==> src/design/obstacle_pkg.sv <==
package obstacle_pkg;

    ////////////////////////////////////////////////////////////////////////////
    // basic types
    ////////////////////////////////////////////////////////////////////////////

    typedef logic [11:0] coord_t;   // pixel coordinate, also used for hole edges
    typedef logic [11:0] rgb_t;     // 4 bits per channel, r g b

    // obstacle program, in the order it runs
    typedef enum logic [2:0] {
        IDLE,
        CLOSE_IN,
        SHIFT_RIGHT_UP,
        SHIFT_DOWN,
        SHIFT_LEFT_UP,
        NARROW,
        SHIFT_DOWN_MIDDLE,
        SHIFT_TO_CENTER
    } phase_t;

    ////////////////////////////////////////////////////////////////////////////
    // game field geometry
    ////////////////////////////////////////////////////////////////////////////

    // inclusive borders of the playing area
    localparam coord_t FIELD_TOP    = 12'd317;
    localparam coord_t FIELD_BOTTOM = 12'd617;
    localparam coord_t FIELD_LEFT   = 12'd361;
    localparam coord_t FIELD_RIGHT  = 12'd661;

    localparam rgb_t WALL_RGB = 12'hfff;    // white

    // phase end points, the remaining phases stop on a field border
    localparam coord_t CLOSE_IN_TARGET = FIELD_TOP + 12'd125;   // top edge
    localparam coord_t NARROW_TARGET   = FIELD_LEFT + 12'd40;   // right edge
    localparam coord_t MIDDLE_TARGET   = FIELD_TOP + 12'd130;   // top edge
    localparam coord_t CENTER_TARGET   = FIELD_LEFT + 12'd130;  // left edge

endpackage

==> src/design/hole_edge_mover.sv <==
`timescale 1ns/1ns

module hole_edge_mover #(
    parameter logic [25:0] MOVE_TICKS = 26'd3_200_000
) (
    input  logic                  clk,
    input  logic                  rst,
    input  obstacle_pkg::phase_t  phase,
    input  logic                  load_edges,
    output obstacle_pkg::coord_t  hole_top,
    output obstacle_pkg::coord_t  hole_bottom,
    output obstacle_pkg::coord_t  hole_left,
    output obstacle_pkg::coord_t  hole_right,
    output logic                  at_target
);

    localparam logic [25:0] FAST_TICKS = MOVE_TICKS / 2;

    // what one edge does on a step
    typedef enum logic [1:0] {
        EDGE_HOLD,
        EDGE_INC,
        EDGE_DEC
    } edge_step_t;

    edge_step_t  top_step;
    edge_step_t  bottom_step;
    edge_step_t  left_step;
    edge_step_t  right_step;
    logic [25:0] step_timer;
    logic [25:0] step_period;
    logic        moving;

    function automatic obstacle_pkg::coord_t stepped(input obstacle_pkg::coord_t edge_pos,
                                                     input edge_step_t           step);
        case (step)
            EDGE_INC: return edge_pos + 12'd1;  // down or right
            EDGE_DEC: return edge_pos - 12'd1;  // up or left
            default:  return edge_pos;
        endcase
    endfunction

    ////////////////////////////////////////////////////////////////////////////
    // per-phase moves, rate and end condition
    ////////////////////////////////////////////////////////////////////////////

    always_comb begin
        top_step    = EDGE_HOLD;
        bottom_step = EDGE_HOLD;
        left_step   = EDGE_HOLD;
        right_step  = EDGE_HOLD;
        at_target   = 1'b0;
        step_period = MOVE_TICKS;
        case (phase)
            obstacle_pkg::CLOSE_IN: begin           // shrink from all sides
                top_step    = EDGE_INC;
                bottom_step = EDGE_DEC;
                left_step   = EDGE_INC;
                right_step  = EDGE_DEC;
                at_target   = hole_top >= obstacle_pkg::CLOSE_IN_TARGET;
            end
            obstacle_pkg::SHIFT_RIGHT_UP: begin
                top_step    = EDGE_DEC;
                bottom_step = EDGE_DEC;
                left_step   = EDGE_INC;
                right_step  = EDGE_INC;
                at_target   = hole_right >= obstacle_pkg::FIELD_RIGHT;
            end
            obstacle_pkg::SHIFT_DOWN: begin
                top_step    = EDGE_INC;
                bottom_step = EDGE_INC;
                at_target   = hole_bottom >= obstacle_pkg::FIELD_BOTTOM;
            end
            obstacle_pkg::SHIFT_LEFT_UP: begin
                top_step    = EDGE_DEC;
                bottom_step = EDGE_DEC;
                left_step   = EDGE_DEC;
                right_step  = EDGE_DEC;
                at_target   = hole_top <= obstacle_pkg::FIELD_TOP;
                step_period = FAST_TICKS;
            end
            obstacle_pkg::NARROW: begin             // hole gets smaller toward top left
                bottom_step = EDGE_DEC;
                right_step  = EDGE_DEC;
                at_target   = hole_right <= obstacle_pkg::NARROW_TARGET;
            end
            obstacle_pkg::SHIFT_DOWN_MIDDLE: begin
                top_step    = EDGE_INC;
                bottom_step = EDGE_INC;
                at_target   = hole_top >= obstacle_pkg::MIDDLE_TARGET;
                step_period = FAST_TICKS;
            end
            obstacle_pkg::SHIFT_TO_CENTER: begin
                left_step   = EDGE_INC;
                right_step  = EDGE_INC;
                at_target   = hole_left >= obstacle_pkg::CENTER_TARGET;
                step_period = FAST_TICKS;
            end
            default: ;                              // idle, nothing moves
        endcase
    end

    assign moving = (phase != obstacle_pkg::IDLE) && !at_target;

    ////////////////////////////////////////////////////////////////////////////
    // edge registers and step timer
    ////////////////////////////////////////////////////////////////////////////

    always_ff @(posedge clk) begin
        if (rst) begin
            hole_top    <= '0;
            hole_bottom <= '0;
            hole_left   <= '0;
            hole_right  <= '0;
            step_timer  <= '0;
        end else if (load_edges) begin
            // hole starts one pixel inside the field
            hole_top    <= obstacle_pkg::FIELD_TOP + 12'd1;
            hole_bottom <= obstacle_pkg::FIELD_BOTTOM - 12'd1;
            hole_left   <= obstacle_pkg::FIELD_LEFT + 12'd1;
            hole_right  <= obstacle_pkg::FIELD_RIGHT - 12'd1;
            step_timer  <= '0;
        end else if (moving) begin
            if (step_timer >= step_period) begin
                hole_top    <= stepped(hole_top, top_step);
                hole_bottom <= stepped(hole_bottom, bottom_step);
                hole_left   <= stepped(hole_left, left_step);
                hole_right  <= stepped(hole_right, right_step);
                step_timer  <= '0;
            end else begin
                step_timer <= step_timer + 26'd1;
            end
        end else begin
            step_timer <= '0;   // parked on target or idle
        end
    end

    // the sequence never pushes the hole outside the playing area
    a_edges_in_field: assert property (
        @(posedge clk) disable iff (rst)
        (phase != obstacle_pkg::IDLE) |->
            (hole_top >= obstacle_pkg::FIELD_TOP) && (hole_top <= obstacle_pkg::FIELD_BOTTOM) &&
            (hole_bottom >= obstacle_pkg::FIELD_TOP) &&
            (hole_bottom <= obstacle_pkg::FIELD_BOTTOM) &&
            (hole_left >= obstacle_pkg::FIELD_LEFT) &&
            (hole_left <= obstacle_pkg::FIELD_RIGHT) &&
            (hole_right >= obstacle_pkg::FIELD_LEFT) &&
            (hole_right <= obstacle_pkg::FIELD_RIGHT)
    );

endmodule

==> src/design/hole_sequencer.sv <==
`timescale 1ns/1ns

module hole_sequencer #(
    parameter logic [2:0]  SELECT_CODE = 3'd3,
    parameter logic [25:0] DWELL_TICKS = 26'd32_000_000
) (
    input  logic                 clk,
    input  logic                 rst,
    input  logic                 menu_on,
    input  logic                 play_selected,
    input  logic [2:0]           selected,
    input  logic                 done_in,
    input  logic                 at_target,
    output obstacle_pkg::phase_t phase,
    output logic                 load_edges,
    output logic                 done
);

    logic [25:0]          dwell_cnt;    // cycles spent parked on the target
    obstacle_pkg::phase_t phase_after;  // successor in the fixed program
    logic                 start_ok;
    logic                 abort;
    logic                 dwell_over;

    ////////////////////////////////////////////////////////////////////////////
    // start, abort and dwell conditions
    ////////////////////////////////////////////////////////////////////////////

    assign start_ok   = done_in && (selected == SELECT_CODE) && play_selected;
    assign load_edges = (phase == obstacle_pkg::IDLE) && start_ok;

    // leaving the game screen kills the run quietly
    assign abort = (phase != obstacle_pkg::IDLE) && (menu_on || !play_selected);

    assign dwell_over = at_target && (dwell_cnt == DWELL_TICKS);

    always_comb begin
        case (phase)
            obstacle_pkg::CLOSE_IN:          phase_after = obstacle_pkg::SHIFT_RIGHT_UP;
            obstacle_pkg::SHIFT_RIGHT_UP:    phase_after = obstacle_pkg::SHIFT_DOWN;
            obstacle_pkg::SHIFT_DOWN:        phase_after = obstacle_pkg::SHIFT_LEFT_UP;
            obstacle_pkg::SHIFT_LEFT_UP:     phase_after = obstacle_pkg::NARROW;
            obstacle_pkg::NARROW:            phase_after = obstacle_pkg::SHIFT_DOWN_MIDDLE;
            obstacle_pkg::SHIFT_DOWN_MIDDLE: phase_after = obstacle_pkg::SHIFT_TO_CENTER;
            default:                         phase_after = obstacle_pkg::IDLE; // end of program
        endcase
    end

    ////////////////////////////////////////////////////////////////////////////
    // phase register and dwell counter
    ////////////////////////////////////////////////////////////////////////////

    always_ff @(posedge clk) begin
        if (rst) begin
            phase     <= obstacle_pkg::IDLE;
            dwell_cnt <= '0;
            done      <= 1'b0;
        end else begin
            done <= 1'b0;
            if (load_edges) begin
                phase     <= obstacle_pkg::CLOSE_IN;
                dwell_cnt <= '0;
            end else if (abort) begin
                phase     <= obstacle_pkg::IDLE;    // no done on abort
                dwell_cnt <= '0;
            end else if ((phase != obstacle_pkg::IDLE) && at_target) begin
                if (dwell_over) begin
                    phase     <= phase_after;
                    dwell_cnt <= '0;                // every dwell starts fresh
                    done      <= (phase == obstacle_pkg::SHIFT_TO_CENTER);
                end else begin
                    dwell_cnt <= dwell_cnt + 26'd1;
                end
            end else begin
                dwell_cnt <= '0;                    // still moving
            end
        end
    end

    ////////////////////////////////////////////////////////////////////////////
    // checks
    ////////////////////////////////////////////////////////////////////////////

    // done only comes out of the last phase
    a_done_after_last: assert property (
        @(posedge clk) disable iff (rst)
        done |-> $past(phase) == obstacle_pkg::SHIFT_TO_CENTER
    );

    // a start opens a fresh hole that is still short of the first target
    a_load_fresh_hole: assert property (
        @(posedge clk) disable iff (rst)
        load_edges |=> (phase == obstacle_pkg::CLOSE_IN) && !at_target
    );

endmodule

==> src/design/square_hole_obstacle.sv <==
`timescale 1ns/1ns

module square_hole_obstacle #(
    parameter logic [2:0]  SELECT_CODE = 3'd3,
    parameter logic [25:0] MOVE_TICKS  = 26'd3_200_000,
    parameter logic [25:0] DWELL_TICKS = 26'd32_000_000
) (
    input  logic                 clk,
    input  logic                 rst,
    input  obstacle_pkg::coord_t hcount,
    input  obstacle_pkg::coord_t vcount,
    input  obstacle_pkg::rgb_t   rgb_in,
    input  logic                 menu_on,
    input  logic                 play_selected,
    input  logic [2:0]           selected,
    input  logic                 done_in,
    output obstacle_pkg::rgb_t   rgb_out,
    output obstacle_pkg::coord_t obstacle_x,
    output obstacle_pkg::coord_t obstacle_y,
    output logic                 done
);

    obstacle_pkg::phase_t phase;
    logic                 load_edges;
    logic                 at_target;
    obstacle_pkg::coord_t hole_top;
    obstacle_pkg::coord_t hole_bottom;
    obstacle_pkg::coord_t hole_left;
    obstacle_pkg::coord_t hole_right;

    hole_sequencer #(
        .SELECT_CODE (SELECT_CODE),
        .DWELL_TICKS (DWELL_TICKS)
    ) u_sequencer (
        .clk           (clk),
        .rst           (rst),
        .menu_on       (menu_on),
        .play_selected (play_selected),
        .selected      (selected),
        .done_in       (done_in),
        .at_target     (at_target),
        .phase         (phase),
        .load_edges    (load_edges),
        .done          (done)
    );

    hole_edge_mover #(
        .MOVE_TICKS (MOVE_TICKS)
    ) u_mover (
        .clk         (clk),
        .rst         (rst),
        .phase       (phase),
        .load_edges  (load_edges),
        .hole_top    (hole_top),
        .hole_bottom (hole_bottom),
        .hole_left   (hole_left),
        .hole_right  (hole_right),
        .at_target   (at_target)
    );

    wall_painter u_painter (
        .clk         (clk),
        .rst         (rst),
        .phase       (phase),
        .hcount      (hcount),
        .vcount      (vcount),
        .hole_top    (hole_top),
        .hole_bottom (hole_bottom),
        .hole_left   (hole_left),
        .hole_right  (hole_right),
        .rgb_in      (rgb_in),
        .rgb_out     (rgb_out),
        .obstacle_x  (obstacle_x),
        .obstacle_y  (obstacle_y)
    );

endmodule

==> src/design/wall_painter.sv <==
`timescale 1ns/1ns

module wall_painter (
    input  logic                 clk,
    input  logic                 rst,
    input  obstacle_pkg::phase_t phase,
    input  obstacle_pkg::coord_t hcount,
    input  obstacle_pkg::coord_t vcount,
    input  obstacle_pkg::coord_t hole_top,
    input  obstacle_pkg::coord_t hole_bottom,
    input  obstacle_pkg::coord_t hole_left,
    input  obstacle_pkg::coord_t hole_right,
    input  obstacle_pkg::rgb_t   rgb_in,
    output obstacle_pkg::rgb_t   rgb_out,
    output obstacle_pkg::coord_t obstacle_x,
    output obstacle_pkg::coord_t obstacle_y
);

    logic in_field;
    logic beyond_edge;
    logic wall_px;

    ////////////////////////////////////////////////////////////////////////////
    // pixel test
    ////////////////////////////////////////////////////////////////////////////

    assign in_field = (hcount >= obstacle_pkg::FIELD_LEFT) &&
                      (hcount <= obstacle_pkg::FIELD_RIGHT) &&
                      (vcount >= obstacle_pkg::FIELD_TOP) &&
                      (vcount <= obstacle_pkg::FIELD_BOTTOM);

    // edges themselves belong to the wall
    assign beyond_edge = (vcount <= hole_top) || (vcount >= hole_bottom) ||
                         (hcount >= hole_right) || (hcount <= hole_left);

    assign wall_px = (phase != obstacle_pkg::IDLE) && in_field && beyond_edge;

    ////////////////////////////////////////////////////////////////////////////
    // output stage, one cycle behind the scan
    ////////////////////////////////////////////////////////////////////////////

    always_ff @(posedge clk) begin
        if (rst) begin
            rgb_out    <= '0;
            obstacle_x <= '0;
            obstacle_y <= '0;
        end else if (wall_px) begin
            rgb_out    <= obstacle_pkg::WALL_RGB;
            obstacle_x <= hcount;   // report the pixel we hit
            obstacle_y <= vcount;
        end else begin
            rgb_out    <= rgb_in;
            obstacle_x <= '0;
            obstacle_y <= '0;
        end
    end

endmodule

==> config.mk <==
export PLATFORM = sky130hd
export DESIGN_NAME = square_hole_obstacle
export DESIGN_NICKNAME = d
export VERILOG_FILES = /design/src/design/obstacle_pkg.sv /design/src/design/hole_edge_mover.sv /design/src/design/hole_sequencer.sv /design/src/design/square_hole_obstacle.sv /design/src/design/wall_painter.sv
export SDC_FILE = /design/constraint.sdc
export NUM_CORES = 1
export LEC_CHECK = 0
export BUFFER_PORTS_ARGS = -buffer_cell sky130_fd_sc_hd__buf_2
export CORE_MARGIN = 1.5
export CORE_UTILIZATION = 56
export CTS_BUF_LIST = sky130_fd_sc_hd__clkbuf_4
export DETAILED_ROUTE_END_ITERATION = 10
export PLACE_DENSITY = 0.87
export SLEW_MARGIN = 40
export SYNTH_ARGS = -nofsm -noshare
export SYNTH_HDL_FRONTEND = slang
export SYNTH_SLANG_ARGS = --single-unit
==> constraint.sdc <==
create_clock -name clk -period 3.25 [get_ports clk]
set_clock_uncertainty 0.1 [all_clocks]
set_input_delay 0.975 -clock clk [delete_from_list [all_inputs] [get_ports clk]]
set_output_delay 0.975 -clock clk [all_outputs]
set_load 0.01 [all_outputs]
# ---- After elaboration in Yosys (flattened, before gate mapping)
# Index checks and enable logic that the tools add are counted.
# W data, S select, Z words.
dict set report op_classes {
  bitwise_logic 4
  n_eq_ne 17
  order_cmp 16
  reduce_logical 56
  muxes 28
  addsub 10
}
# op n
set ops {}
lappend ops {{$pmux W12 S2} 4}
lappend ops {{$ge A12 B9 Y1 const B} 5}
lappend ops {{$mux W10} 6}
lappend ops {{$mux W9} 6}
lappend ops {{$add A26 B1 Y26 const B} 2}
lappend ops {{$add A12 B1 Y12 const B} 4}
lappend ops {{$sub A12 B1 Y12 const B} 4}
lappend ops {{$eq A26 B25 Y1 const B} 1}
lappend ops {{$ge A26 B22 Y1} 1}
lappend ops {{$ge A12 B10 Y1 const B} 2}
lappend ops {{$ge A12 B12 Y1} 2}
lappend ops {{$le A12 B10 Y1 const B} 2}
lappend ops {{$le A12 B12 Y1} 2}
lappend ops {{$le A12 B9 Y1 const B} 2}
lappend ops {{$reduce_and A3 Y1} 8}
lappend ops {{$mux W22} 1}
lappend ops {{$reduce_bool A3 Y1} 7}
lappend ops {{$pmux W3 S6} 1}
lappend ops {{$pmux W2 S2} 4}
lappend ops {{$reduce_or A3 Y1} 5}
lappend ops {{$eq A3 B3 Y1 const B} 4}
lappend ops {{$logic_and A1 B1 Y1} 12}
lappend ops {{$mux W12} 1}
lappend ops {{$reduce_bool A2 Y1} 6}
lappend ops {{other kinds (14)} 39}
dict set report word_totals {
  ff_bits 140
  wordCells 147
}

# ---- Depth between registers and ports, before layout
dict set report logic_depth {
  depth_word 8
  depth_mapped 16
}

# ---- By module
# Synthesis repeated with hierarchy kept, for this count alone.
dict set report unflattened {
  cells_unflattened 1136
  hier_area_um2 9714.3
}
# mod area_each_um2 n_inst seq_area_each_um2 cells_each
set modules_own_cells {}
lappend modules_own_cells {hole_edge_mover 5412.7 1 1481.4 633}
lappend modules_own_cells {wall_painter 2780.2 1 720.7 330}
lappend modules_own_cells {hole_sequencer 1521.5 1 600.6 173}

# ---- Least setup slack after synthesis
# No wires, ideal clock.
dict set report synth_timing {
  path_type {reg-to-reg}
  start {reg u_sequencer.phase[0]}
  end {reg u_mover.hole_top[11]}
  path_stages_with_launch 16
  path_slack_ns -0.272
  period_less_slack_ns 3.522
  setup_time_ns 0.072
  t_arrival_ns 3.351
  required_time_ns 3.078
  cell_sequence {dfxtp_1 > inv_1 > ha_1 > nand2_1 > a21boi_0 > nor2b_1 > ha_1 > ha_1 > a211oi_1 > nor2_1 > nor4_1 > o31ai_1 > o41ai_1 > xor2_1 > or3_1 > a21oi_1}
}
dict set report synth_via {
  elab_chain_len 6
}
# item line
set synth_lines {}
lappend synth_lines {{from (decl)} hole_sequencer.sv:14} ;# output obstacle_pkg::phase_t phase,
lappend synth_lines {{from (signal assigned)} hole_sequencer.sv:55} ;# phase <= obstacle_pkg::IDLE;
lappend synth_lines {{from (signal assigned)} hole_sequencer.sv:61} ;# phase <= obstacle_pkg::CLOSE_IN;
lappend synth_lines {{from (signal assigned)} hole_sequencer.sv:64} ;# phase <= obstacle_pkg::IDLE;
lappend synth_lines {{parallel branches: the longest is 6 deep, another holds $ge A26 B22 Y1} --}
lappend synth_lines {{to (signal assigned)} hole_edge_mover.sv:118} ;# hole_top <= obstacle_pkg::FIELD_TOP + 12'd1;
lappend synth_lines {{to (signal assigned)} hole_edge_mover.sv:125} ;# hole_top <= stepped(hole_top, top_step);
lappend synth_lines {{to (decl)} hole_edge_mover.sv:10} ;# output obstacle_pkg::coord_t hole_top,
# Several ways; the timed one is not identified.
# A chain may end at the register's enable or synchronous reset.

# ---- Worst setup path in the final report
# Same ends and word-level chain as after synthesis.

==> run summary <==
outcome - complete, but fails checks
failing checks - negative setup slack
Chip Height - 128.7 um
CP dominant cell by count - ha_4
number of hold violations in the final report - 0
drt pass-1 iters - 6
Synth area leaders - dfxtp_1, ha_1, nor2_1
crit start category - flip-flop
Crit path depth - 15
core area - 15310 um2
f_max - 270.1 MHz
first-pass GRT wire length - 38350 um
Worst Tran Pin Value - 662.9 ps
cell type with the largest total area after synthesis - dfxtp_1
max-cap viol count - 0
Post-Syn Instances - 1015
number of enable flip-flop cells after synthesis - 0
Reg2Reg Depth - 15
sw frac - 26.92%
Port Buffers - 80
CP Buf/Inv Count - 2
Required @ worst endpoint - 3700 ps
synthesized area - 8847 um2
Via density - 6.275
Clk Latency, worst-skew pair - 610 ps
Final Setup Violations - 70
Setup CP Type - reg -> reg
clk slew on worst S/H paths - 140 ps
HP Class - reg -> reg
layout net count - 1371
crit-path cells - inv_4 -> ha_4 -> nand2_1 -> a21boi_4 -> nor2b_4 -> ha_4 -> buf_4 -> ha_1 -> and2_1 -> o21ai_1 -> o31ai_4 -> o41ai_2 -> xor2_1 -> or3_1 -> a21oi_1
critical path's top delay family - compound AO/OA/AOI/OAI gates
Die ar. - 16560 um2
CP max-delay cell - o21ai_1
Worst Min Path Start - u_mover.step_timer[0]
RePlAce Congestion - 0.9328
post-synthesis async set-or-reset flop share - 0%
CP endpoint kind - flip-flop
Num CTS Buffers - 17
Reg-to-Reg End - u_mover.hole_top[11]
CTS tree - done
width of the die - 128.7 um
part of the power in registers - 54.7%
largest net degree at the start of global routing - 33
Slew Viols, Final - 0
row cnt - 45
CP startpoint - u_sequencer.phase[0]
layout cells sized above 1 - 28.70%
maximum VDD drop - 382.9 uV
number of synthesis warnings - 0
worst-path fanout max - 6
final worst setup slack - -452.0 ps
reg-to-reg startpoint - u_sequencer.phase[0]
vias post-DR - 9048
clk sinks - 140
Final TNS setup - -7460 ps
Final period util - 113.9%
DRT iter0 DRCs - 1011
R2R Setup Slk - -450 ps
Internal - 2.330 mW
most instantiated library cell after synthesis - dfxtp_1
Yosys cell types - 67
vias in the first global route - 8179
Slew headroom - 55.81%
Critical Path Sink - u_mover.hole_top[11]
Initial Utilization - 57.77%
DP Worst Slack - -307.1 ps
initial antenna violation count - 2
overall routing resource usage - 29.16%
wire per inst - 20.07 um
drt total wl - 28930 um
combinational power share - 9.6%
# DRC - 0
H-tree Lvls - 4
IO Count - 81
clock root buffer - clkbuf_4
power density cells - 279.6 nW/um2
cts hold-fix bufs - 0
Commonest cells post-synth - dfxtp_1, nor2_1, ha_1
Yosys top cell area share - 31.68%
average size of a mapped cell - 8.716 um2
grt ovf - 0
crit path DAT - 4150 ps
max incr delay on CP - 420 ps
Top FF cell, synth - dfxtp_1
sequential area share after synthesis - 31.68%
LEAKAGE - 4.942 nW
RSZ-0062 raised after global routing - yes
Fill cells - 945
clock network power share - 35.7%
post-layout minimum cycle time - 3702 ps
NetSw - 858.0 uW
CTS max path bufs - 2
HPWL Detailed - 16560 um
Layout area overhead - 28.84%
Post-DRT Antenna Nets - 0
synthesized flop and latch total - 140
## worst min-delay path by stage
stage                                           to  slack, ps  depth (start not counted)
after floorplan              u_mover.step_timer[0]        340                          1
after global placement    u_sequencer.dwell_cnt[0]        350                          1
after detailed placement     u_mover.step_timer[0]        380                          1
after CTS                    u_mover.step_timer[0]        400                          1
after global routing      u_sequencer.dwell_cnt[0]        420                          1
final                        u_mover.step_timer[0]        390                          1
## sequential cells by signal (all words and copies together), names as in the netlist
signal,count
u_mover.hole_bottom,12
u_sequencer.dwell_cnt,26
u_painter.rgb_out,12
u_sequencer.phase,3
u_mover.hole_right,12
u_mover.step_timer,26
u_painter.obstacle_x,12
u_mover.hole_top,12
u_mover.hole_left,12
u_painter.obstacle_y,12
u_sequencer.done,1
## per-layer routing
| layer | GRT usage [%] | vias up | wire length (um) |
|---|---|---|---|
| li1 | - | 4007 | - |
| met1 | 32.62 | 4175 | 10450 |
| met2 | 51.34 | 635 | 13480 |
| met3 | 6.902 | 231 | 2646 |
| met4 | 15.66 | 0 | 2356 |
| met5 | 0 | - | 0 |
## cell usage in the layout (no fill, tap or decap), types with 15 or more instances in the layout
cell,instances
a21o_1,28
a21oi_1,38
and2_1,25
and3_1,15
buf_2,80
buf_4,96
clkbuf_4,19
dfxtp_1,137
ha_1,89
ha_4,15
inv_1,70
mux2i_1,16
nand2_1,39
nand3_1,28
nand4_1,19
nor2_1,119
nor2b_1,15
nor3_1,23
o21ai_0,22
xnor2_1,39
xor2_1,38
## power groups by stage
stage / clock, mW / sequential (mW) / combinational, mW
after floorplan: 0 / 1.79 / 0.136
after global placement: 0 / 1.78 / 0.250
after detailed placement: 0 / 1.78 / 0.260
after CTS: 1.12 / 1.74 / 0.268
after global routing: 1.22 / 1.75 / 0.331
final: 1.14 / 1.74 / 0.306
## per-stage QoR
step / std cells / hold WS [ps] / util [%] / total power [mW] / cell area [um2]
CTS: 1430 / 401.2 / 71.08 / 3.134 / 10890
floorplan: 1021 / 337.5 / - / 1.921 / 8914
global placement: 1386 / 354.3 / 66.84 / 2.030 / 10240
finish: 1442 / 393.2 / 74.43 / 3.188 / 11400
detailed placement: 1386 / 377.2 / 66.84 / 2.042 / 10240
global route: 1442 / 420.4 / 74.43 / 3.293 / 11400
## repair_timing
action / 4_1_cts / 5_1_grt
pin swaps: 23 / 42
buffers inserted: 10 / 9
gates cloned: 2 / 2
endpoints found under the setup margin: 71 / 71
gates resized for setup: 57 / 84
## cell families after synthesis
group | Yosys count | synth area share, %
other | 1 | 0.04239
adders and majority gates | 111 | 16.01
and+or+nand+nor | 373 | 22.81
DFF | 140 | 31.68
AOI/OAI and AO/OA | 197 | 15.02
muxes | 18 | 2.036
buffers and inverters | 96 | 4.582
xor gates and xnor gates | 79 | 7.821
## area by class of cell
type / count / area [um2] / share of cell area, %
multi-input combinational: 785 / 6270 / 55.01
sequential: 140 / 2811 / 24.67
timing repair buffer: 200 / 1504 / 13.19
inverter: 73 / 279.0 / 2.448
tap: 211 / 264.0 / 2.316
clock buffer: 19 / 142.6 / 1.251
clock inverter: 13 / 125.1 / 1.098
antenna: 1 / 2.502 / 0.02195
(Power assumes the default switching activity.)
